<file path="src/cache_pkg.sv">
`default_nettype none

package cache_pkg;

    ////////////////////////////////////////////////////////////
    // geometry
    ////////////////////////////////////////////////////////////

    localparam int num_ways    = 4;
    localparam int num_sets    = 16;
    localparam int byte_bits   = 2;   // byte within word
    localparam int offset_bits = 3;   // word within line
    localparam int set_bits    = 4;
    localparam int tag_bits    = 23;  // addr[31:9]

    typedef logic [1:0]             way_t;
    typedef logic [set_bits-1:0]    set_t;
    typedef logic [tag_bits-1:0]    tag_t;
    typedef logic [offset_bits-1:0] offset_t;
    typedef logic [31:0]            word_t;
    typedef logic [255:0]           line_t;   // word k at bits 32k upward

    // tree plru, bit 0 picks the pair, bit 1 inside ways 0-1, bit 2 inside ways 2-3
    typedef logic [2:0]             plru_t;

    typedef enum logic [1:0] {
        compare,
        readmem,
        fill
    } ctrl_state_t;

endpackage

`default_nettype wire

</file>
<file path="src/cache_array.sv">
`timescale 1ns/1ps
`default_nettype none

// single-port sync ram, one entry per set
module cache_array #(
    parameter type entry_t = logic,
    parameter int  depth   = cache_pkg::num_sets
) (
    input  logic              clk,
    input  logic              en,
    input  logic              we,
    input  cache_pkg::set_t   addr,
    input  entry_t            wdata,
    output entry_t            rdata
);

    entry_t mem [depth];

    always_ff @(posedge clk) begin
        if (en) begin
            if (we) begin
                mem[addr] <= wdata;
                rdata     <= wdata;      // write-first, refill shows up on the re-read
            end else begin
                rdata     <= mem[addr];
            end
        end
    end

endmodule

`default_nettype wire

</file>
<file path="src/cache_way.sv">
`timescale 1ns/1ps
`default_nettype none

module cache_way #(
    parameter int way_idx = 0
) (
    input  logic              clk,
    input  logic              rst,
    input  logic              rd_en,
    input  cache_pkg::set_t   rd_set,
    input  cache_pkg::tag_t   cur_tag,
    input  logic              fill_en,
    input  cache_pkg::way_t   fill_way,
    input  cache_pkg::set_t   fill_set,
    input  cache_pkg::tag_t   fill_tag,
    input  cache_pkg::line_t  fill_line,
    output logic              hit,
    output cache_pkg::line_t  line
);

    logic                           wr;
    logic                           arr_en;
    cache_pkg::set_t                arr_addr;
    cache_pkg::tag_t                tag_q;
    logic [cache_pkg::num_sets-1:0] valid;
    logic                           valid_q;

    assign wr       = fill_en && (fill_way == cache_pkg::way_t'(way_idx));  // only our way
    assign arr_en   = rd_en || wr;
    assign arr_addr = wr ? fill_set : rd_set;

    cache_array #(
        .entry_t (cache_pkg::tag_t)
    ) u_tag (
        .clk   (clk),
        .en    (arr_en),
        .we    (wr),
        .addr  (arr_addr),
        .wdata (fill_tag),
        .rdata (tag_q)
    );

    cache_array #(
        .entry_t (cache_pkg::line_t)
    ) u_line (
        .clk   (clk),
        .en    (arr_en),
        .we    (wr),
        .addr  (arr_addr),
        .wdata (fill_line),
        .rdata (line)
    );

    ////////////////////////////////////////////////////////////
    // valid bits
    ////////////////////////////////////////////////////////////

    always_ff @(posedge clk) begin
        if (rst) begin
            valid   <= '0;
            valid_q <= 1'b0;
        end else begin
            if (wr) begin
                valid[fill_set] <= 1'b1;
            end
            if (arr_en) begin
                valid_q <= wr ? 1'b1 : valid[rd_set];
            end
        end
    end

    assign hit = valid_q && (tag_q == cur_tag);

    // refill and its re-read share one set, else the shared ram port would split
    a_fill_rd_same_set: assert property (@(posedge clk) disable iff (rst)
        (fill_en && rd_en) |-> (fill_set == rd_set));

endmodule

`default_nettype wire

</file>
<file path="config.mk">
export PLATFORM = sky130hd
export DESIGN_NAME = cache_way
export DESIGN_NICKNAME = d
export VERILOG_FILES = /design/src/cache_pkg.sv /design/src/cache_array.sv /design/src/cache_way.sv
export SDC_FILE = /design/constraint.sdc
export NUM_CORES = 2
export LEC_CHECK = 0
export ABC_AREA = 0
export BUFFER_PORTS_ARGS = -buffer_cell sky130_fd_sc_hd__clkbuf_2
export CORE_ASPECT_RATIO = 0.5
export CORE_MARGIN = 2
export CORE_UTILIZATION = 30
export DETAILED_ROUTE_END_ITERATION = 8
export HOLD_SLACK_MARGIN = 0.03
export PLACE_DENSITY_LB_ADDON = 0.12
export SLEW_MARGIN = 20
export SYNTH_ARGS = -nofsm -noshare
export SYNTH_HDL_FRONTEND = slang
export SYNTH_HIERARCHICAL = 1
export SYNTH_MEMORY_MAX_BITS = 65536
export SYNTH_SLANG_ARGS = --single-unit
</file>
<file path="constraint.sdc">
create_clock -name clk -period 45.9 [get_ports clk]
set_input_delay 9.18 -clock clk [delete_from_list [all_inputs] [get_ports clk]]
set_output_delay 9.18 -clock clk [all_outputs]
set_load 0.02 [all_outputs]
</file>
==> flow_metrics.tcl <==
set metrics [dict create \
    routedWlPerCell_um 29.65 \
    grt-ovfl-total 0 \
    grt_pass1_vias 93570 \
    gr-usage-all-layers_pct 17.61 \
    leakagePower_nw 68.98 \
    outcome "completed" \
    critPathCaptureType "output port" \
    core_um2 604800 \
    cts_setup_buffers 0 \
    cts_resized 0 \
    synth.area.mux_share_pct 12.73 \
    drt_iter0_drc 7912 \
    critPathKind "in -> out" \
    synth_edf_count 4743 \
    cpLargestDelayFamily "simple AND/OR/NAND/NOR gates" \
    pre_cts_ws_ns 26.06 \
    synth_top_area_share_pct 78.30 \
    mostFrequentLayoutCell "edfxtp_1" \
    synth_cell_types 41 \
    min_period_ns 19.74 \
    cap_violations 0 \
    setup_violations 0 \
    grt_max_degree 106 \
    vias_per_cell 4.997 \
    crit_chain "clkbuf_2 -> xor2_1 -> nor4_1 -> nand4_1 -> nor3_1 -> clkbuf_2" \
    vdd_drop_max_mv 0.03260 \
    synthTopCellsByArea "edfxtp_1, mux2i_1, mux4_2" \
    syn2layout_area_growth_pct 14.60 \
    netlist_instances 9572 \
    cts_root_buffer "clkbuf_16" \
    cts_buffer_depth 5 \
    synth_top_family_by_area "multiplexers" \
    hpwl_mm 279.7 \
    synth_compound_area_share_pct 4.590 \
    clk_pin_slew_ns 0.07 \
    max_stage_delay_ns 0.56 \
    p_per_area_nw_per_um2 44.09 \
    yosysWarnings 6 \
    final_util_pct 34.47 \
    drc 0 \
    synthAdderAreaFrac_pct 0 \
    final_cell_mix "edfxtp_1, mux2i_1, nor2_1" \
    rsz0062_at_grt "false" \
    crit_required_ns 36.72 \
    ys.flop_type "edfxtp_1" \
    crit_slowest_cell "nor4_1" \
    synthXorXnorAreaFrac_pct 0.1107 \
    rows 202 \
    floorplan.initialDensity_pct 30.08 \
    ant_nets 0 \
    vias 93530 \
    fillers 57060 \
    synth-simple-area-share_pct 2.310 \
    hold_path_class "reg -> reg" \
    gp_congestion 0.7120 \
    syn_nets 9888 \
    synth_area_um2 181900 \
    critPathLaunchType "primary input" \
    cts_tree "built" \
    antenna_found_initial 134 \
    cp_max_fo 1 \
    critPathBufInv 2 \
    crit_path_frequent_cell "clkbuf_2" \
    max_slew_margin_pct 18.04 \
    maxSlewViolCount 0 \
    seq_area_frac_synth_pct 78.48 \
    dr.pass1.iters 6 \
    hold_viol_final 0 \
    die_h_um 554.6 \
    wirelength_mm 555.0 \
    die-area_um2 613000 \
    clk_latency_ns 1.04 \
    layout-drive-gt1-share_pct 16.24 \
    synth_top_cell_by_area "edfxtp_1" \
    htree_levels 5 \
    setup_tns_ns 0 \
    skew_ns 0.06165 \
    pin_count 573 \
    ys_ff_latch 4760 \
    die_w_mm 1.105 \
    clock_sinks 4760 \
    finalCritPeriodShare_pct 43.00 \
    numCtsBuffers 471 \
    tightestPinTransition_ns 1.229 \
    grt_pass1_wl_mm 765.7 \
    max_freq_mhz 50.67 \
    async_flop_share_pct 0 \
    final_nets 10600 \
    portBuffers 572 \
    timing.final.ws_setup_ns 26.16 \
    worstPathArrival_ns 10.56 \
    avgSynthCellArea_um2 19.00 \
    hold_buffers 0 \
]
==> worst min-delay path: stages, from the launching register on <==
cell	delay (ns)
dfxtp_1	0.32
a31oi_1	0.04
nor2_1	0.07
==> cell usage after synthesis (14+ instances only) <==
library cell	n
buf_2	194
xor2_1	16
buf_6	81
o21ai_0	20
nor2_1	576
nor4_1	14
a2bb2oi_1	170
mux4_2	281
buf_1	25
clkbuf_1	217
dfxtp_1	17
o22ai_1	557
o21ai_1	92
edfxtp_1	4743
a31oi_1	288
nand3_1	173
nand2_1	183
a221oi_1	109
buf_4	56
nor3_1	23
mux2i_1	1673
==> area by class of cell <==
class	instances	area [um2]	area share (%)
Antenna cell	18	45.04	0.02161
Inverter	5	18.77	0.009003
Clock buffer	596	12360	5.929
Tap cell	8058	10080	4.836
Multi-Input combinational cell	4233	36200	17.37
Clock inverter	239	1802	0.8643
Sequential cell	4760	142800	68.49
Timing Repair Buffer	810	5187	2.488
==> where the power goes <==
part           switching, mW  internal [mW]  leakage [nW]  total [mW]
sequential            0.0310           4.85          43.1        4.88
combinational          0.420          0.203          19.0       0.623
clock                   1.66           2.03          6.90        3.69
total                   2.11           7.08          69.0        9.19
==> state kept, by name (all words and copies together) (netlist names) <==
name          flops
u_tag/mem       368
valid            16
u_tag/rdata      23
valid_q           1
u_line/rdata    256
u_line/mem     4096
==> stage by stage <==
stage               power, mW  hold slack, ns  instance area (um2)  cells
floorplan               5.337          0.4284               181900   9572
global placement        5.610          0.4401               194200  17870
detailed placement      5.613          0.4528               194200  17870
CTS                     9.325          0.4686               208400  18700
global route            9.525          0.4770               208500  18710
finish                  9.191          0.4680               208500  18720
==> layer usage <==
layer  track usage [%]  vias to the layer above  part of all wire (%)
met1             24.81                    50290                    46
met4             3.280                       22                   1.8
met3             2.480                      783                   3.9
met5                 0                        -                 0.025
li1                  -                    40320                     -
met2             29.31                     2119                    48
==> final timing paths <==
kind                                  from                           to  slack (ns)  cells past startpoint
min                 valid[10]$_SDFFE_PP0P_       valid[10]$_SDFFE_PP0P_        0.47                      2
min reg2reg         valid[10]$_SDFFE_PP0P_       valid[10]$_SDFFE_PP0P_        0.47                      2
max reg2reg  u_line/mem[10][160]$_DFFE_PP_  u_line/rdata[160]$_DFFE_PP_       44.04                      4
max                            cur_tag[14]                          hit       26.16                      6
==> cells by family (layout without fill, tap and decap cells) <==
kind of cell / after synthesis / in the layout
muxes: 1957 / 1957
other: 0 / 18
DFF: 4760 / 4760
xor gates and xnor gates: 23 / 23
buffers and inverters: 579 / 1650
and+or+nand+nor: 1007 / 1007
AOI/OAI and AO/OA: 1246 / 1246
No activity file was read; power rests on OpenSTA's default activity.
