==> src/cache_pkg.sv <==
`default_nettype none

package cache_pkg;

    ////////////////////////////////////////////////////////////
    // geometry
    ////////////////////////////////////////////////////////////

    localparam int num_ways    = 4;
    localparam int num_sets    = 16;
    localparam int byte_bits   = 2;   // byte within word
    localparam int offset_bits = 3;   // word within line
    localparam int set_bits    = 4;
    localparam int tag_bits    = 23;  // addr[31:9]

    typedef logic [1:0]             way_t;
    typedef logic [set_bits-1:0]    set_t;
    typedef logic [tag_bits-1:0]    tag_t;
    typedef logic [offset_bits-1:0] offset_t;
    typedef logic [31:0]            word_t;
    typedef logic [255:0]           line_t;   // word k at bits 32k upward

    // tree plru, bit 0 picks the pair, bit 1 inside ways 0-1, bit 2 inside ways 2-3
    typedef logic [2:0]             plru_t;

    typedef enum logic [1:0] {
        compare,
        readmem,
        fill
    } ctrl_state_t;

endpackage

`default_nettype wire

==> src/cache_hit_lru.sv <==
`timescale 1ns/1ps
`default_nettype none

module cache_hit_lru (
    input  logic                clk,
    input  logic                rst,
    input  logic                way_hit [cache_pkg::num_ways],
    input  cache_pkg::line_t    way_line [cache_pkg::num_ways],
    input  logic                cur_req,
    input  cache_pkg::set_t     cur_set,
    input  cache_pkg::offset_t  cur_offset,
    input  cache_pkg::set_t     lru_rd_set,
    input  logic                resp,
    output logic                any_hit,
    output cache_pkg::way_t     victim,
    output logic [31:0]         rdata
);

    cache_pkg::way_t    hit_way;
    logic               hit_or;
    cache_pkg::plru_t   plru [cache_pkg::num_sets];
    cache_pkg::plru_t   plru_q;
    cache_pkg::plru_t   plru_upd;

    ////////////////////////////////////////////////////////////
    // hit merge and word select
    ////////////////////////////////////////////////////////////

    always_comb begin
        hit_or  = 1'b0;
        hit_way = '0;
        for (int w = 0; w < cache_pkg::num_ways; w++) begin
            if (way_hit[w]) begin
                hit_or  = 1'b1;
                hit_way = cache_pkg::way_t'(w);
            end
        end
    end

    assign any_hit = cur_req && hit_or;
    assign rdata   = way_line[hit_way][32*cur_offset +: 32];

    ////////////////////////////////////////////////////////////
    // plru state
    ////////////////////////////////////////////////////////////

    // point away from the way just used
    always_comb begin
        plru_upd = plru[cur_set];
        if (!hit_way[1]) begin
            plru_upd[0] = 1'b1;
            plru_upd[1] = !hit_way[0];
        end else begin
            plru_upd[0] = 1'b0;
            plru_upd[2] = !hit_way[0];
        end
    end

    always_ff @(posedge clk) begin
        if (rst) begin
            for (int s = 0; s < cache_pkg::num_sets; s++) begin
                plru[s] <= '0;
            end
            plru_q <= '0;
        end else begin
            if (resp) begin
                plru[cur_set] <= plru_upd;
            end
            plru_q <= plru[lru_rd_set];  // tracks cur_set while a miss waits
        end
    end

    // walk from the root
    assign victim = plru_q[0] ? {1'b1, plru_q[2]} : {1'b0, plru_q[1]};

    a_onehot_hit: assert property (@(posedge clk) disable iff (rst)
        cur_req |-> $onehot0({way_hit[3], way_hit[2], way_hit[1], way_hit[0]}));

endmodule

`default_nettype wire

==> config.mk <==
export PLATFORM = sky130hd
export DESIGN_NAME = cache_hit_lru
export DESIGN_NICKNAME = d
export VERILOG_FILES = /design/src/cache_pkg.sv /design/src/cache_hit_lru.sv
export SDC_FILE = /design/constraint.sdc
export NUM_CORES = 1
export LEC_CHECK = 0
export BUFFER_PORTS_ARGS = -buffer_cell sky130_fd_sc_hd__buf_2
export CORE_AREA = 5 5 422 424
export DETAILED_ROUTE_END_ITERATION = 8
export DIE_AREA = 0 0 427 429
export GPL_TIMING_DRIVEN = 0
export SYNTH_ARGS = -nofsm -noshare
export SYNTH_HDL_FRONTEND = slang
export SYNTH_SLANG_ARGS = --single-unit
==> constraint.sdc <==
create_clock -name clk -period 3.15 [get_ports clk]
set_clock_uncertainty 0.2 [all_clocks]
set_input_delay 0.945 -clock clk [delete_from_list [all_inputs] [get_ports clk]]
set_output_delay 0.945 -clock clk [all_outputs]
set_load 0.03 [all_outputs]
==> flow_metrics.env, run 1 <==
export IMPL_cts_root_buf="clkbuf_16"
export IMPL_initial_core_util=0.0725
export IMPL_final_max_slew_viol_count=0
export IMPL_syn_to_final_growth_pct=104
export IMPL_vias=23200
export IMPL_grt_pass1_wl_mm=293
export IMPL_slowest_stage="o211ai_1"
export IMPL_cp_max_fo=10
export IMPL_vias_per_cell=4.34
export IMPL_layout_cells_non_filler=5363
export IMPL_ys_warn_count=0
export IMPL_synthAdderAreaFrac=0
export IMPL_ys_seq_area_frac=0.119
export IMPL_synth_edf_count=48
export IMPL_hold_path_class="reg2reg"
export IMPL_insertion_delay_ns=0.29
export IMPL_rsz0062_at_grt="yes"
export IMPL_firstDrtPassIters=6
export IMPL_fin_ws_ns=-1.70
export IMPL_worst_slew_pin_slew_ns=1.18
export IMPL_fp_dieArea_mm2=0.183
export IMPL_die_w_um=427
export IMPL_drt_iter0_markers=3029
export IMPL_synthXorXnorAreaFrac=0
export IMPL_overflow=0
export IMPL_port_buffers=1072
export IMPL_place_congestion=0.995
export IMPL_cts_sinks=51
export IMPL_yosys_cell_types_count=62
export IMPL_synth_top_family_by_area="compound AO/OA/AOI/OAI gates"
export IMPL_drt_total_wl_mm=250
export IMPL_netlist_top_cells_count="nand2_1 (286), mux2i_1 (215), a21oi_1 (111), nor2_1 (81), o21ai_0 (81)"
export IMPL_rows=153
export IMPL_report_final_setup_viol=33
export IMPL_dp_slack_ns=-2.81
export IMPL_die_h_um=429
export IMPL_yosysMostFrequentCell="nand2_1"
export IMPL_drive_above_1_share=0.585
export IMPL_maxCapViolCount=0
export IMPL_synth_avg_cell_area_um2=7.36
export IMPL_wire_per_inst_um=46.7
export IMPL_tritoncts="yes"
export IMPL_end_kind="primary output"
export IMPL_hpwl_mm=218
export IMPL_coreArea_mm2=0.173
export IMPL_first_global_vias=21900
export IMPL_grt_max_degree=15
export IMPL_synth_compound_area_frac=0.305
export IMPL_clk_pin_slew_worst_paths_ns=0.07
export IMPL_yosysTopAreaCellShare=0.171
export IMPL_gr_usage_all_layers=0.257
export IMPL_synthArstFlopShare=0
export IMPL_crit_chain="buf_2, buf_4, inv_1, nand2_1, o211ai_1, nor4_4, buf_6"
export IMPL_synthMuxAreaShare=0.262
export IMPL_cp_required_ns=2.00
export IMPL_path_buf_inv=4
export IMPL_criticalPathCategory="in2out"
export IMPL_ant_nets=0
export IMPL_netlist_area_mm2=0.0126
export IMPL_cts_buffers=5
export IMPL_syn_inst=1709
export IMPL_arrival_ns=3.71
export IMPL_nets=3925
export IMPL_start_kind="input pin"
export IMPL_violations="negative setup slack"
export IMPL_yosys_most_used_dff="edfxtp_1"
export IMPL_max_freq_mhz=206
export IMPL_period_minus_slack_ns=4.85
export IMPL_powerDensity_mw_per_mm2=232
export IMPL_vdd_drop_max_uv=169
export IMPL_p_leak_uw=0.0105
export IMPL_hold_viol_final=0
export IMPL_synth_area_leaders="mux2i_1 (17%), edfxtp_1 (11%), nand2_1 (8.5%)"
export IMPL_drc=0
export IMPL_grt_antenna_before_repair=282
export IMPL_cts_path_max_buffers=2
export IMPL_critPathMaxStageDelay_ns=1.07
export IMPL_slew_headroom=0.207
export IMPL_crit_family="buffers and inverters"
export IMPL_tns_ns=-40.23
export IMPL_synth_seq_cells=51
export IMPL_placedCellCount=5115
export IMPL_yosys_area_top_type="mux2i_1"
export IMPL_ctsHtreeMaxLevel=2
export IMPL_fin_crit_sh=1.54
export IMPL_io_pins=1078
export IMPL_status="finished, violations left"
export IMPL_synth_simple_gate_area_share=0.220
export IMPL_synth_nets=2752
## worst min-delay path, cell delays in order, from the launching register on
cell and delay, ns:
edfxtp_1 0.32, mux4_2 0.22, mux4_2 0.22, nor2b_1 0.11
## report_power, final
| group | switching [µW] | total [µW] | internal, µW |
|---|---|---|---|
| Combinational | 2860 | 4590 | 1730 |
| Clock | 259 | 554 | 295 |
| Sequential | 12.2 | 789 | 777 |
| Total | 3130 | 5930 | 2800 |
## sequential cells by signal, summed over array words and instances, names as in the netlist
register,flops
plru_q,3
plru,48
## layer usage
layer  vias up  part of all wire  GRT usage
met3       579              0.11      0.107
li1       9077                 -          -
met1     11400              0.35      0.282
met4       118             0.063      0.123
met5         -            0.0031          0
met2      2049              0.47      0.431
## placed cells by master, fill, tap and decap left out, types with 45 or more instances in the layout
cell / n
a21oi_1: 97
o21ai_1: 67
mux2i_4: 61
mux2i_1: 132
buf_6: 81
nor2b_1: 56
diode_2: 155
buf_4: 94
nand2_1: 283
edfxtp_1: 48
buf_2: 1065
nor2_1: 74
o21ai_0: 45
## final timing paths
| check | to | startpoint | depth (start not counted) | slack, ns |
|---|---|---|---|---|
| worst max register to register | plru_q[1] | plru[8][1] | 3 | 1.26 |
| worst min-delay path | plru_q[0] | plru[6][0] | 3 | 0.70 |
| worst min register to register | plru_q[0] | plru[6][0] | 3 | 0.70 |
| worst max-delay path | rdata[20] | cur_offset[2] | 7 | -1.70 |
## cell families after synthesis
kind of cell,after synthesis
and+or+nand+nor,586
AOI/OAI and AO/OA,571
muxes,296
DFF,51
buffers and inverters,205
## layout make-up
cell class                 count  area (µm²)
antenna                      155         388
buffer                       179        1920
clock buffer                   7         133
clock inverter                 1        5.00
fill                       20000      148000
inverter                      18        70.1
multi-input combinational   1453       11900
sequential                    51        1500
tap                         2325        2910
timing repair buffer        1174        6780
## through the flow
stage | utilization | total power [µW] | area [µm²] | hold WS [ns]
6_report | 0.148 | 5930 | 25600 | 0.696
5_1_grt | 0.146 | 6010 | 25400 | 0.745
4_1_cts | 0.141 | 5740 | 24500 | 0.699
3_5_place_dp | 0.125 | 4650 | 21700 | 0.685
3_3_place_gp | 0.124 | 4630 | 21500 | 0.682
2_1_floorplan | - | 2290 | 13300 | 0.631
## timing repair
action                                  CTS  global route
cloned                                    0             1
pin swaps                                81            66
hold buffers                              0             0
setup buffers                            67            33
endpoints found under the hold margin     0             0
resized for setup                       488           155
endpoints found under the setup margin   43            33
Note: power is estimated with default switching activity, not from simulation.
==> run 2: changes to the inputs <==
- CAP_MARGIN: unset -> 20
- REMOVE_ABC_BUFFERS: unset -> 1
==> flow_metrics.env, run 2 (synthesis results as in run 1) <==
export IMPL_nets=3902
export IMPL_coreArea_mm2=0.173
export IMPL_max_freq_mhz=244
export IMPL_ctsHtreeMaxLevel=2
export IMPL_vias=22400
export IMPL_die_h_um=429
export IMPL_vdd_drop_max_uv=183
export IMPL_fin_ws_ns=-0.947
export IMPL_violations="negative setup slack"
export IMPL_fp_dieArea_mm2=0.183
export IMPL_placedCellCount=4959
export IMPL_largest_register_ffs=48
export IMPL_fin_crit_sh=1.30
export IMPL_maxCapViolCount=0
export IMPL_grt_max_degree=126
export IMPL_syn_to_final_growth_pct=111
export IMPL_hold_path_class="reg2reg"
export IMPL_wire_per_inst_um=36.7
export IMPL_initial_core_util=0.0725
export IMPL_tns_ns=-26.49
export IMPL_clk_pin_slew_worst_paths_ns=0.07
export IMPL_cp_required_ns=2.00
export IMPL_reg_top3="plru: 48 flops, plru_q: 3 flops"
export IMPL_period_minus_slack_ns=4.10
export IMPL_tritoncts="yes"
export IMPL_status="finished, violations left"
export IMPL_holdWs_ns=0.726
export IMPL_most_common_layout_cells="buf_2 (1038), nand2_1 (278), mux2i_1 (157), buf_4 (100), a21oi_1 (95)"
export IMPL_cts_path_max_buffers=2
export IMPL_p_leak_uw=0.0111
export IMPL_cts_buffers=5
export IMPL_overflow=0
export IMPL_drt_iter0_markers=2808
export IMPL_report_final_setup_viol=33
export IMPL_final_max_slew_viol_count=0
export IMPL_rsz0062_at_grt="yes"
export IMPL_slew_headroom=0.294
export IMPL_hpwl_mm=142
export IMPL_worst_slew_pin_slew_ns=1.03
export IMPL_grt_pass1_wl_mm=228
export IMPL_final_util=0.153
export IMPL_place_congestion=0.971
export IMPL_criticalPathCategory="in2out"
export IMPL_gr_usage_all_layers=0.193
export IMPL_drive_above_1_share=0.580
export IMPL_grt_antenna_before_repair=188
export IMPL_io_pins=1078
export IMPL_die_w_um=427
export IMPL_start_kind="input pin"
export IMPL_ant_nets=0
export IMPL_final_common_cell="buf_2"
export IMPL_end_kind="primary output"
export IMPL_max_flop_register="plru"
export IMPL_fillers=19900
export IMPL_hold_viol_final=0
export IMPL_p_total_uw=5550
export IMPL_insertion_delay_ns=0.30
export IMPL_rows=153
export IMPL_cp_max_fo=7
export IMPL_port_buffers=1077
export IMPL_powerDensity_mw_per_mm2=209
export IMPL_vias_per_cell=4.24
export IMPL_drt_total_wl_mm=194
export IMPL_cts_sinks=51
export IMPL_first_global_vias=20000
export IMPL_cts_root_buf="clkbuf_16"
export IMPL_arrival_ns=2.95
export IMPL_layout_cells_non_filler=5279
export IMPL_drc=0
export IMPL_firstDrtPassIters=6
-- run 2: cell count changes in the layout (fill, tap and decap cells not counted), moves of 11 or more --
cell       change
buf_12        +16
buf_16        +32
buf_2         -27
buf_6         -30
buf_8         -11
bufbuf_16     +18
clkbuf_4      -15
diode_2       -61
mux2i_1       +25
mux2i_4       -31
o21ai_0       +14
-- run 2: power by group --
| part | internal, µW | switching (µW) |
|---|---|---|
| registers | 778 | 12.5 |
| clock network | 295 | 252 |
| logic | 1850 | 2360 |
| total | 2920 | 2620 |
-- run 2: final cells by class --
class,count,area [µm²],share of cell area
inverter,18,92.6,0.00348
tap,2325,2910,0.109
antenna,94,235,0.00885
clock buffer,7,133,0.00499
multi-input combinational,1455,11800,0.444
sequential,51,1500,0.0565
timing repair buffer,1328,9890,0.372
clock inverter,1,5.00,0.000188
-- run 2: worst max-delay path, cell delays in order --
cell and delay [ns]:
buf_16 0.12, buf_16 0.14, or2_4 0.32, buf_12 0.17, buf_12 0.16, a211oi_2 0.43, o21ai_0 0.20, o21ai_2 0.11
a221oi_2 0.10, buf_4 0.20
-- run 2: routing by layer --
layer / global-route usage / vias to the layer above / part of all wire
met3: 0.0712 / 516 / 0.12
li1: - / 8949 / -
met4: 0.0547 / 90 / 0.042
met5: 0 / - / 0.0031
met1: 0.228 / 11000 / 0.37
met2: 0.326 / 1843 / 0.47
-- run 2: repair_timing --
item / 4_1_cts / 5_1_grt
gates resized for setup: 402 / 161
hold buffers: 0 / 0
pin swaps: 76 / 95
buffers inserted: 103 / 62
cloned: 55 / 14
setup endpoints to repair: 113 / 39
-- run 2: final timing paths --
| kind | startpoint | end | slack [ns] | cells after the start |
|---|---|---|---|---|
| setup / recovery | way_hit[0] | rdata[5] | -0.95 | 10 |
| hold / removal | plru[4][0] | plru_q[0] | 0.73 | 3 |
| setup reg to reg | plru[14][2] | plru_q[2] | 1.20 | 3 |
| hold reg to reg | plru[4][0] | plru_q[0] | 0.73 | 3 |
-- run 2: through the flow --
stage | instance area (µm²) | worst slack [ns]
3_5_place_dp | 20400 | -2.92
5_1_grt | 26500 | -0.982
6_report | 26600 | -0.947
4_1_cts | 24900 | -1.01
2_1_floorplan | 11500 | -2.23
3_3_place_gp | 19800 | -13.10
