<file path="src/cache_pkg.sv">
`default_nettype none

package cache_pkg;

    ////////////////////////////////////////////////////////////
    // geometry
    ////////////////////////////////////////////////////////////

    localparam int num_ways    = 4;
    localparam int num_sets    = 16;
    localparam int byte_bits   = 2;   // byte within word
    localparam int offset_bits = 3;   // word within line
    localparam int set_bits    = 4;
    localparam int tag_bits    = 23;  // addr[31:9]

    typedef logic [1:0]             way_t;
    typedef logic [set_bits-1:0]    set_t;
    typedef logic [tag_bits-1:0]    tag_t;
    typedef logic [offset_bits-1:0] offset_t;
    typedef logic [31:0]            word_t;
    typedef logic [255:0]           line_t;   // word k at bits 32k upward

    // tree plru, bit 0 picks the pair, bit 1 inside ways 0-1, bit 2 inside ways 2-3
    typedef logic [2:0]             plru_t;

    typedef enum logic [1:0] {
        compare,
        readmem,
        fill
    } ctrl_state_t;

endpackage

`default_nettype wire

</file>
<file path="src/cache_ctrl.sv">
`timescale 1ns/1ps
`default_nettype none

module cache_ctrl (
    input  logic                clk,
    input  logic                rst,

    // cpu side
    input  logic [31:0]         addr,
    input  logic [3:0]          rmask,
    output logic                resp,

    // memory side
    output logic [31:0]         dfp_addr,
    output logic                dfp_read,
    input  cache_pkg::line_t    dfp_rdata,
    input  logic                dfp_resp,

    // broadcast to the ways
    output logic                rd_en,
    output cache_pkg::set_t     rd_set,
    output cache_pkg::tag_t     cur_tag,
    output logic                fill_en,
    output cache_pkg::way_t     fill_way,
    output cache_pkg::set_t     fill_set,
    output cache_pkg::tag_t     fill_tag,
    output cache_pkg::line_t    fill_line,

    // hit / lru unit
    output logic                cur_req,
    output cache_pkg::set_t     cur_set,
    output cache_pkg::offset_t  cur_offset,
    input  logic                any_hit,
    input  cache_pkg::way_t     victim
);

    localparam int set_lsb = cache_pkg::byte_bits + cache_pkg::offset_bits;

    ////////////////////////////////////////////////////////////
    // decode
    ////////////////////////////////////////////////////////////

    logic                   req_open;
    cache_pkg::set_t        next_set;
    cache_pkg::tag_t        next_tag;
    cache_pkg::offset_t     next_offset;

    assign req_open    = |rmask;
    assign next_offset = addr[cache_pkg::byte_bits +: cache_pkg::offset_bits];
    assign next_set    = addr[set_lsb +: cache_pkg::set_bits];
    assign next_tag    = addr[31 -: cache_pkg::tag_bits];

    ////////////////////////////////////////////////////////////
    // stage register
    ////////////////////////////////////////////////////////////

    cache_pkg::ctrl_state_t state, state_next;
    logic                   load;
    logic                   miss;
    cache_pkg::line_t       line_q;

    // take a new request when nothing is pending or the current one is answered
    assign load = (state == cache_pkg::compare) && (!cur_req || resp);

    always_ff @(posedge clk) begin
        if (rst) begin
            cur_req <= 1'b0;
        end else if (load) begin
            cur_req <= req_open;
        end
    end

    always_ff @(posedge clk) begin
        if (load) begin
            cur_set    <= next_set;
            cur_tag    <= next_tag;
            cur_offset <= next_offset;
        end
        if (dfp_resp) begin
            line_q <= dfp_rdata;            // held for the write in the fill cycle
        end
    end

    ////////////////////////////////////////////////////////////
    // fsm
    ////////////////////////////////////////////////////////////

    assign miss = (state == cache_pkg::compare) && cur_req && !any_hit;

    always_ff @(posedge clk) begin
        if (rst) begin
            state <= cache_pkg::compare;
        end else begin
            state <= state_next;
        end
    end

    always_comb begin
        state_next = state;
        unique case (state)
            cache_pkg::compare: if (miss) state_next = cache_pkg::readmem;
            cache_pkg::readmem: if (dfp_resp) state_next = cache_pkg::fill;
            cache_pkg::fill:    state_next = cache_pkg::compare;
            default:            state_next = cache_pkg::compare;
        endcase
    end

    assign resp = (state == cache_pkg::compare) && cur_req && any_hit;

    // memory request
    assign dfp_read = miss || (state == cache_pkg::readmem);
    assign dfp_addr = {cur_tag, cur_set, {set_lsb{1'b0}}};  // line aligned

    // fill writes the victim and re-reads its own set
    assign fill_en   = (state == cache_pkg::fill);
    assign rd_en     = (load && req_open) || fill_en;
    assign rd_set    = load ? next_set : cur_set;
    assign fill_way  = victim;
    assign fill_set  = cur_set;
    assign fill_tag  = cur_tag;
    assign fill_line = line_q;

    a_dfp_read_hold: assert property (@(posedge clk) disable iff (rst)
        (dfp_read && !dfp_resp) |=> dfp_read);

    // every response follows an array read one cycle earlier
    a_resp_after_read: assert property (@(posedge clk) disable iff (rst)
        resp |-> $past(rd_en));

endmodule

`default_nettype wire

</file>
<file path="config.mk">
export PLATFORM = sky130hd
export DESIGN_NAME = cache_ctrl
export DESIGN_NICKNAME = d
export VERILOG_FILES = /design/src/cache_pkg.sv /design/src/cache_ctrl.sv
export SDC_FILE = /design/constraint.sdc
export NUM_CORES = 1
export LEC_CHECK = 0
export BUFFER_PORTS_ARGS = -buffer_cell sky130_fd_sc_hd__buf_2
export CORE_AREA = 5 5 253 255
export DETAILED_ROUTE_END_ITERATION = 7
export DIE_AREA = 0 0 258 260
export PLACE_DENSITY = 0.39
export SKIP_LAST_GASP = 1
export SLEW_MARGIN = 20
export SYNTH_ARGS = -nofsm -noshare
export SYNTH_HDL_FRONTEND = slang
export SYNTH_SLANG_ARGS = --single-unit
</file>
<file path="constraint.sdc">
create_clock -name clk -period 1.55 [get_ports clk]
set_clock_uncertainty 0.15 [all_clocks]
set_input_delay 0.155 -clock clk [delete_from_list [all_inputs] [get_ports clk]]
set_output_delay 0.155 -clock clk [all_outputs]
set_load 0.01 [all_outputs]
</file>
==> results.json, run 1 <==
{
  "status": "finished with violations",
  "violations": "hold timing, setup timing",
  "htreeDepth": 2,
  "rrSetupSlack_ns": 0.09,
  "initial_core_util_pct": 15.08,
  "leakagePower_uw": 0.007457,
  "worst_slack_ns": -0.3601,
  "path_max_fanout": 5,
  "portBuffers": 642,
  "ys_types": 20,
  "use_met2_pct": 17.70,
  "cts_made_buffers": 36,
  "worstPathArrival_ns": 1.61,
  "power.density_nw_per_um2": 1159,
  "antenna_left": 0,
  "netlist_instances": 372,
  "hold_class": "input pin to flip-flop",
  "slew_violations": 0,
  "place_ws_ns": 0.1063,
  "worstHoldPathCells": 4,
  "slowest_delay_ns": 0.57,
  "ios": 654,
  "hpwl_um": 25420,
  "drc_errors": 0,
  "setup_tns_ns": -2.230,
  "timing_worst_setup_path_type": "input pin to primary output",
  "holdBufCountCts": 289,
  "met3_usage_pct": 3.427,
  "multiInputGateArea_sq_um": 217.7,
  "areaGrowthSynthToFinish_pct": 89.35,
  "cts.sinks": 289,
  "total_power_uw": 20310,
  "finalNonFillerCells": 2138,
  "core_area_sq_um": 61370,
  "finalCriticalPeriod_ns": 1.910,
  "cap_violations": 0,
  "routed_wl_um": 34010,
  "via_count": 7078,
  "drt-initial-drc-count": 188,
  "r2r_end": "cur_tag[4]$_DFFE_PN_",
  "clockRootBuffer": "clkbuf_16",
  "timing.final.crit_share_pct": 123.2,
  "seqCellArea_sq_um": 8617,
  "hold_slack_ns": -0.09885,
  "die_area_sq_um": 67080,
  "hold_start": "rmask[2]",
  "crit_required_ns": 1.24,
  "syn_avg_cell_area_sq_um": 24.88,
  "grt_pass1_vias": 8066,
  "wl_per_cell_um": 15.91,
  "met1_usage_pct": 9.295,
  "gp_congestion": 0.7547,
  "insertion_delay_ns": 0.52,
  "cts_buffer_depth": 3,
  "yosysSeqAreaShare_pct": 93.02,
  "crit_chain": "buf_2, dlygate4sd3_1, nand2b_4, nand2_4, mux2_4, buf_6",
  "viasPerCell": 3.311,
  "grt_use_total_pct": 9.434,
  "irDropWorstVdd_mv": 0.8345,
  "worst_r2r_path_depth": 5,
  "die_w_um": 258,
  "grt_antenna_before_repair": 3,
  "top_usage_layer": "met2",
  "hold_path_end": "cur_req$_SDFFE_PP0N_",
  "max_freq_mhz": 523.5,
  "nets": 1616,
  "clkSlewWorstSetupHoldPaths_ns": 0.05,
  "grt_start_max_net_pins": 51,
  "fillerInstances": 6165,
  "grt_pass1_wl_um": 48340,
  "overflow": 0,
  "netlist_area_sq_um": 9254,
  "cts_tree": "yes",
  "layout-drive-gt1-share_pct": 55.42,
  "cp.buffers_inverters": 3,
  "hold_viol": 1,
  "end_kind": "primary output",
  "cpLargestDelayFamily": "buffers and inverters",
  "die_h_um": 260,
  "rsz0062_at_grt": "yes",
  "synth.ff_latch_count": 289,
  "numPlacedInstances": 1775,
  "dr.pass1.iters": 4,
  "setup_viol": 8,
  "yosysWarnings": 0,
  "crit_path_top_delay_cell": "dlygate4sd3_1",
  "r2r_start": "state[1]$_SDFFE_PP0P_",
  "start_kind": "input pin",
  "rows": 91
}
[cells by family after synthesis]
group,share of synthesized area [%]
AOI/OAI and AO/OA,0.2163
buffers and inverters,5.030
DFF,93.02
muxes,0.7707
other,0.04052
and+or+nand+nor,0.9195
[cell usage after synthesis]
library cell  count  area, sq um
inv_1             2        7.510
nand2_2           1        6.260
nor3_1            1        5.000
nor3_2            1        10.01
buf_4            61        457.9
nor2_4            1        11.26
a21oi_1           2        10.01
nand3_2           1        10.01
a21bo_2           1        10.01
or4_4             1        11.26
and3_1            1        6.260
conb_1            1        3.750
mux2_4            4        60.06
nand2_1           1        3.750
nor2b_1           1        6.260
dfxtp_1           7        140.1
nand2b_2          1        8.760
edfxtp_1        282         8468
nand2b_1          1        6.260
mux2_1            1        11.26
[how the worst max path moves through the flow]
stage | startpoint | endpoint | slack [ns] | depth (start not counted)
4_1_cts | state[1]$_SDFFE_PP0P_ | rd_set[1] | -0.39 | 4
2_1_floorplan | cur_req$_SDFFE_PP0N_ | cur_offset[0]$_DFFE_PN_ | 0.03 | 3
3_3_place_gp | any_hit | rd_set[1] | 0.11 | 5
3_5_place_dp | any_hit | rd_set[1] | 0.11 | 5
5_1_grt | state[1]$_SDFFE_PP0P_ | rd_set[1] | -0.41 | 4
6_report | any_hit | rd_set[1] | -0.36 | 6
[state kept, by name, indices dropped and copies added (netlist names)]
name	count
cur_tag	23
cur_set	4
cur_offset	3
cur_req	1
state	2
fill_line	256
[layer usage]
| layer | wire (um) | up-vias | share of wire (%) |
|---|---|---|---|
| met4 | 1232 | 2 | 3.6 |
| met1 | 11430 | 3350 | 34 |
| met3 | 3026 | 67 | 8.9 |
| met2 | 18310 | 381 | 54 |
| li1 | - | 3278 | - |
| met5 | 13 | - | 0.038 |
[per-stage QoR]
stage / utilization (%) / cell area [sq um]
floorplan: - / 9278
detailed placement: 21.76 / 13350
CTS: 28.50 / 17490
global placement: 21.76 / 13350
finish: 28.55 / 17520
global route: 28.55 / 17520
[where the power goes]
part           internal [uW]  switching [uW]
clock network           4770            3310
registers               9300             240
logic                   1410            1270
[placed cells by master (no fill, tap or decap), drive strengths merged]
master	synthesis	final
nor3	2	2
bufinv	0	2
a21bo	1	1
dlygate4sd3	0	289
a21oi	2	2
or4	1	1
nor2b	1	1
conb	1	5
clkbuf	0	45
nor2	1	1
nand2	2	2
nand2b	2	2
inv	2	3
edfxtp	282	282
nand3	1	1
diode	0	2
clkinvlp	0	2
clkinv	0	16
dfxtp	7	7
mux2	5	5
and3	1	1
buf	61	676
[area by class of cell]
| cell class | count | area share (%) |
|---|---|---|
| sequential | 289 | 49.18 |
| antenna | 2 | 0.02856 |
| clock buffer | 45 | 5.513 |
| inverter | 2 | 0.06427 |
| multi-input combinational | 24 | 1.243 |
| tap | 790 | 5.641 |
| timing repair buffer | 965 | 37.39 |
| clock inverter | 21 | 0.9426 |
[repair_timing]
item | in CTS | in global routing
setup buffers | 5 | 2
resized for setup | 21 | 3
endpoints found under the setup margin | 12 | 11
endpoints found under the hold margin | 335 | 1
pin swaps | 3 | 1
[worst min-delay path: cells and delay by family]
family | cells | cell delay [ns]
compound gates | 1 | 0.12
buf+inv | 1 | 0.08
simple gates | 2 | 0.18
Power figures use the tool's default switching activity.
==> run 2, diff against run 1 <==
--- a/config.mk
+++ b/config.mk
@@ -6,10 +6,9 @@
 export NUM_CORES = 1
 export LEC_CHECK = 0
 export BUFFER_PORTS_ARGS = -buffer_cell sky130_fd_sc_hd__buf_2
-export CORE_AREA = 5 5 253 255
+export CORE_AREA = 5 5 255 257
 export DETAILED_ROUTE_END_ITERATION = 7
-export DIE_AREA = 0 0 258 260
-export PLACE_DENSITY = 0.39
+export DIE_AREA = 0 0 260 262
 export SKIP_LAST_GASP = 1
 export SLEW_MARGIN = 20
 export SYNTH_ARGS = -nofsm -noshare
==> constraint.sdc (replaced) <==
create_clock -name clk -period 2.1 [get_ports clk]
set_clock_uncertainty 0.15 [all_clocks]
set_input_delay 0.21 -clock clk [delete_from_list [all_inputs] [get_ports clk]]
set_output_delay 0.21 -clock clk [all_outputs]
set_load 0.01 [all_outputs]
==> run 2 against run 1 <==
Effect of this change:
- the flow now finishes without violations
- flip-flop and latch count unchanged
- worst setup slack improved by 0.43 ns
- cell count increased by 1.4%
- critical path depth unchanged
- sequential share of layout area increased by 0.89 points
- critical path type unchanged
==> results.json, run 2 (synthesized netlist as in run 1, its figures left out) <==
{
  "hold_viol": 0,
  "max_freq_mhz": 491.7,
  "ios": 654,
  "clockRootBuffer": "clkbuf_16",
  "leakagePower_uw": 0.007253,
  "cts_buffer_depth": 3,
  "clkSlewWorstSetupHoldPaths_ns": 0.07,
  "slowest_delay_ns": 0.55,
  "crit_required_ns": 1.74,
  "drt-initial-drc-count": 328,
  "die_w_um": 260,
  "die_h_um": 262,
  "rsz0062_at_grt": "no",
  "largest_reg_flops": 256,
  "grt_use_total_pct": 9.621,
  "r2r_start": "state[1]$_SDFFE_PP0P_",
  "antenna_left": 0,
  "worst_r2r_path_depth": 4,
  "routed_wl_um": 36260,
  "layout-drive-gt1-share_pct": 54.00,
  "post_cts.repair.setup_buffers": 0,
  "grt_antenna_before_repair": 12,
  "nets": 1591,
  "hpwl_um": 25700,
  "setup_viol": 0,
  "areaGrowthSynthToFinish_pct": 85.78,
  "htreeDepth": 2,
  "worstHoldPathCells": 2,
  "gp_congestion": 0.7823,
  "cp.buffers_inverters": 3,
  "crit_path_top_delay_cell": "dlygate4sd3_1",
  "wl_per_cell_um": 16.73,
  "initial_core_util_pct": 14.81,
  "hold_path_end": "fill_line[117]$_DFFE_PP_",
  "r2r_end": "cur_req$_SDFFE_PP0N_",
  "cap_violations": 0,
  "layout_common_cells": "641 x buf_2, 290 x dlygate4sd3_1, 282 x edfxtp_1",
  "rows": 92,
  "core_area_sq_um": 62500,
  "final_util_pct": 27.50,
  "via_count": 7102,
  "cts_made_buffers": 35,
  "crit_chain": "dlygate4sd3_1, buf_2, nand2b_4, nand2_4, mux2_4, buf_2",
  "insertion_delay_ns": 0.52,
  "irDropWorstVdd_mv": 0.5929,
  "grt_pass1_wl_um": 48990,
  "worstPathArrival_ns": 1.67,
  "end_kind": "primary output",
  "cpLargestDelayFamily": "buffers and inverters",
  "timing_worst_setup_path_type": "input pin to primary output",
  "hold_class": "input pin to flip-flop",
  "path_max_fanout": 5,
  "overflow": 0,
  "power.density_nw_per_um2": 856.7,
  "die_area_sq_um": 68120,
  "viasPerCell": 3.277,
  "rrSetupSlack_ns": 0.50,
  "grt_pass1_vias": 7791,
  "cts.sinks": 289,
  "start_kind": "input pin",
  "crit_top_cell": "buf_2",
  "finalCriticalPeriod_ns": 2.034,
  "grt_start_max_net_pins": 57,
  "drc_errors": 0,
  "hold_start": "dfp_rdata[117]",
  "timing.final.crit_share_pct": 96.84,
  "mostFrequentLayoutCell": "buf_2",
  "place_ws_ns": 0.4958,
  "worst_slack_ns": 0.06644,
  "portBuffers": 642,
  "dr.pass1.iters": 4,
  "setup_tns_ns": 0,
  "status": "complete, no violations",
  "cts_tree": "yes",
  "slew_violations": 0
}
==> run 2: what timing repair did <==
item,4_1_cts,5_1_grt
hold endpoints to repair,321,0
hold buffers,290,0
setup endpoints to repair,4,4
gates resized for setup,1,1
pin swaps,0,1
==> run 2: layout make-up <==
class	instances	area (sq um)
well taps	846	1059
diodes	8	20.02
inverters	2	7.507
flip-flops and latches	289	8608
multi-input cells	24	205.2
clock inverters	15	158.9
clock buffers	42	902.1
fillers	6306	45310
repair buffers	941	6231
==> run 2: stage by stage <==
step | instance area (sq um) | power (uW) | hold slack, ns | cells
2_1_floorplan | 9269 | 7694 | 0.1291 | 376
3_3_place_gp | 13200 | 8628 | 0.2363 | 1812
3_5_place_dp | 13200 | 8659 | 0.2381 | 1812
4_1_cts | 17170 | 15010 | 0.1833 | 2159
5_1_grt | 17180 | 15370 | 0.2077 | 2164
6_report | 17190 | 14730 | 0.2425 | 2167
==> run 2: how the worst max path moves through the flow <==
stage	startpoint	endpoint	slack [ns]	depth (start not counted)
5_1_grt	state[0]$_SDFFE_PP0P_	rd_set[2]	0.00009	4
4_1_cts	any_hit	rd_set[2]	0.0006	6
3_3_place_gp	state[0]$_SDFFE_PP0P_	cur_tag[3]$_DFFE_PN_	0.51	4
2_1_floorplan	state[0]$_SDFFE_PP0P_	cur_offset[0]$_DFFE_PN_	0.43	3
3_5_place_dp	state[0]$_SDFFE_PP0P_	cur_tag[3]$_DFFE_PN_	0.50	4
6_report	any_hit	rd_set[2]	0.07	6
==> run 2: power by group <==
part / switching [uW] / internal (uW) / leakage (uW)
sequential: 198 / 6870 / 0.00283
combinational: 940 / 972 / 0.00391
clock: 2330 / 3420 / 0.000516
==> run 2: per-layer routing <==
metal / global-route usage, % / wire length [um] / up-vias
li1: - / - / 3229
met1: 9.322 / 11590 / 3370
met3: 4.074 / 4408 / 61
met2: 18.03 / 19060 / 440
met5: 0 / 13 / -
met4: 3.875 / 1193 / 2
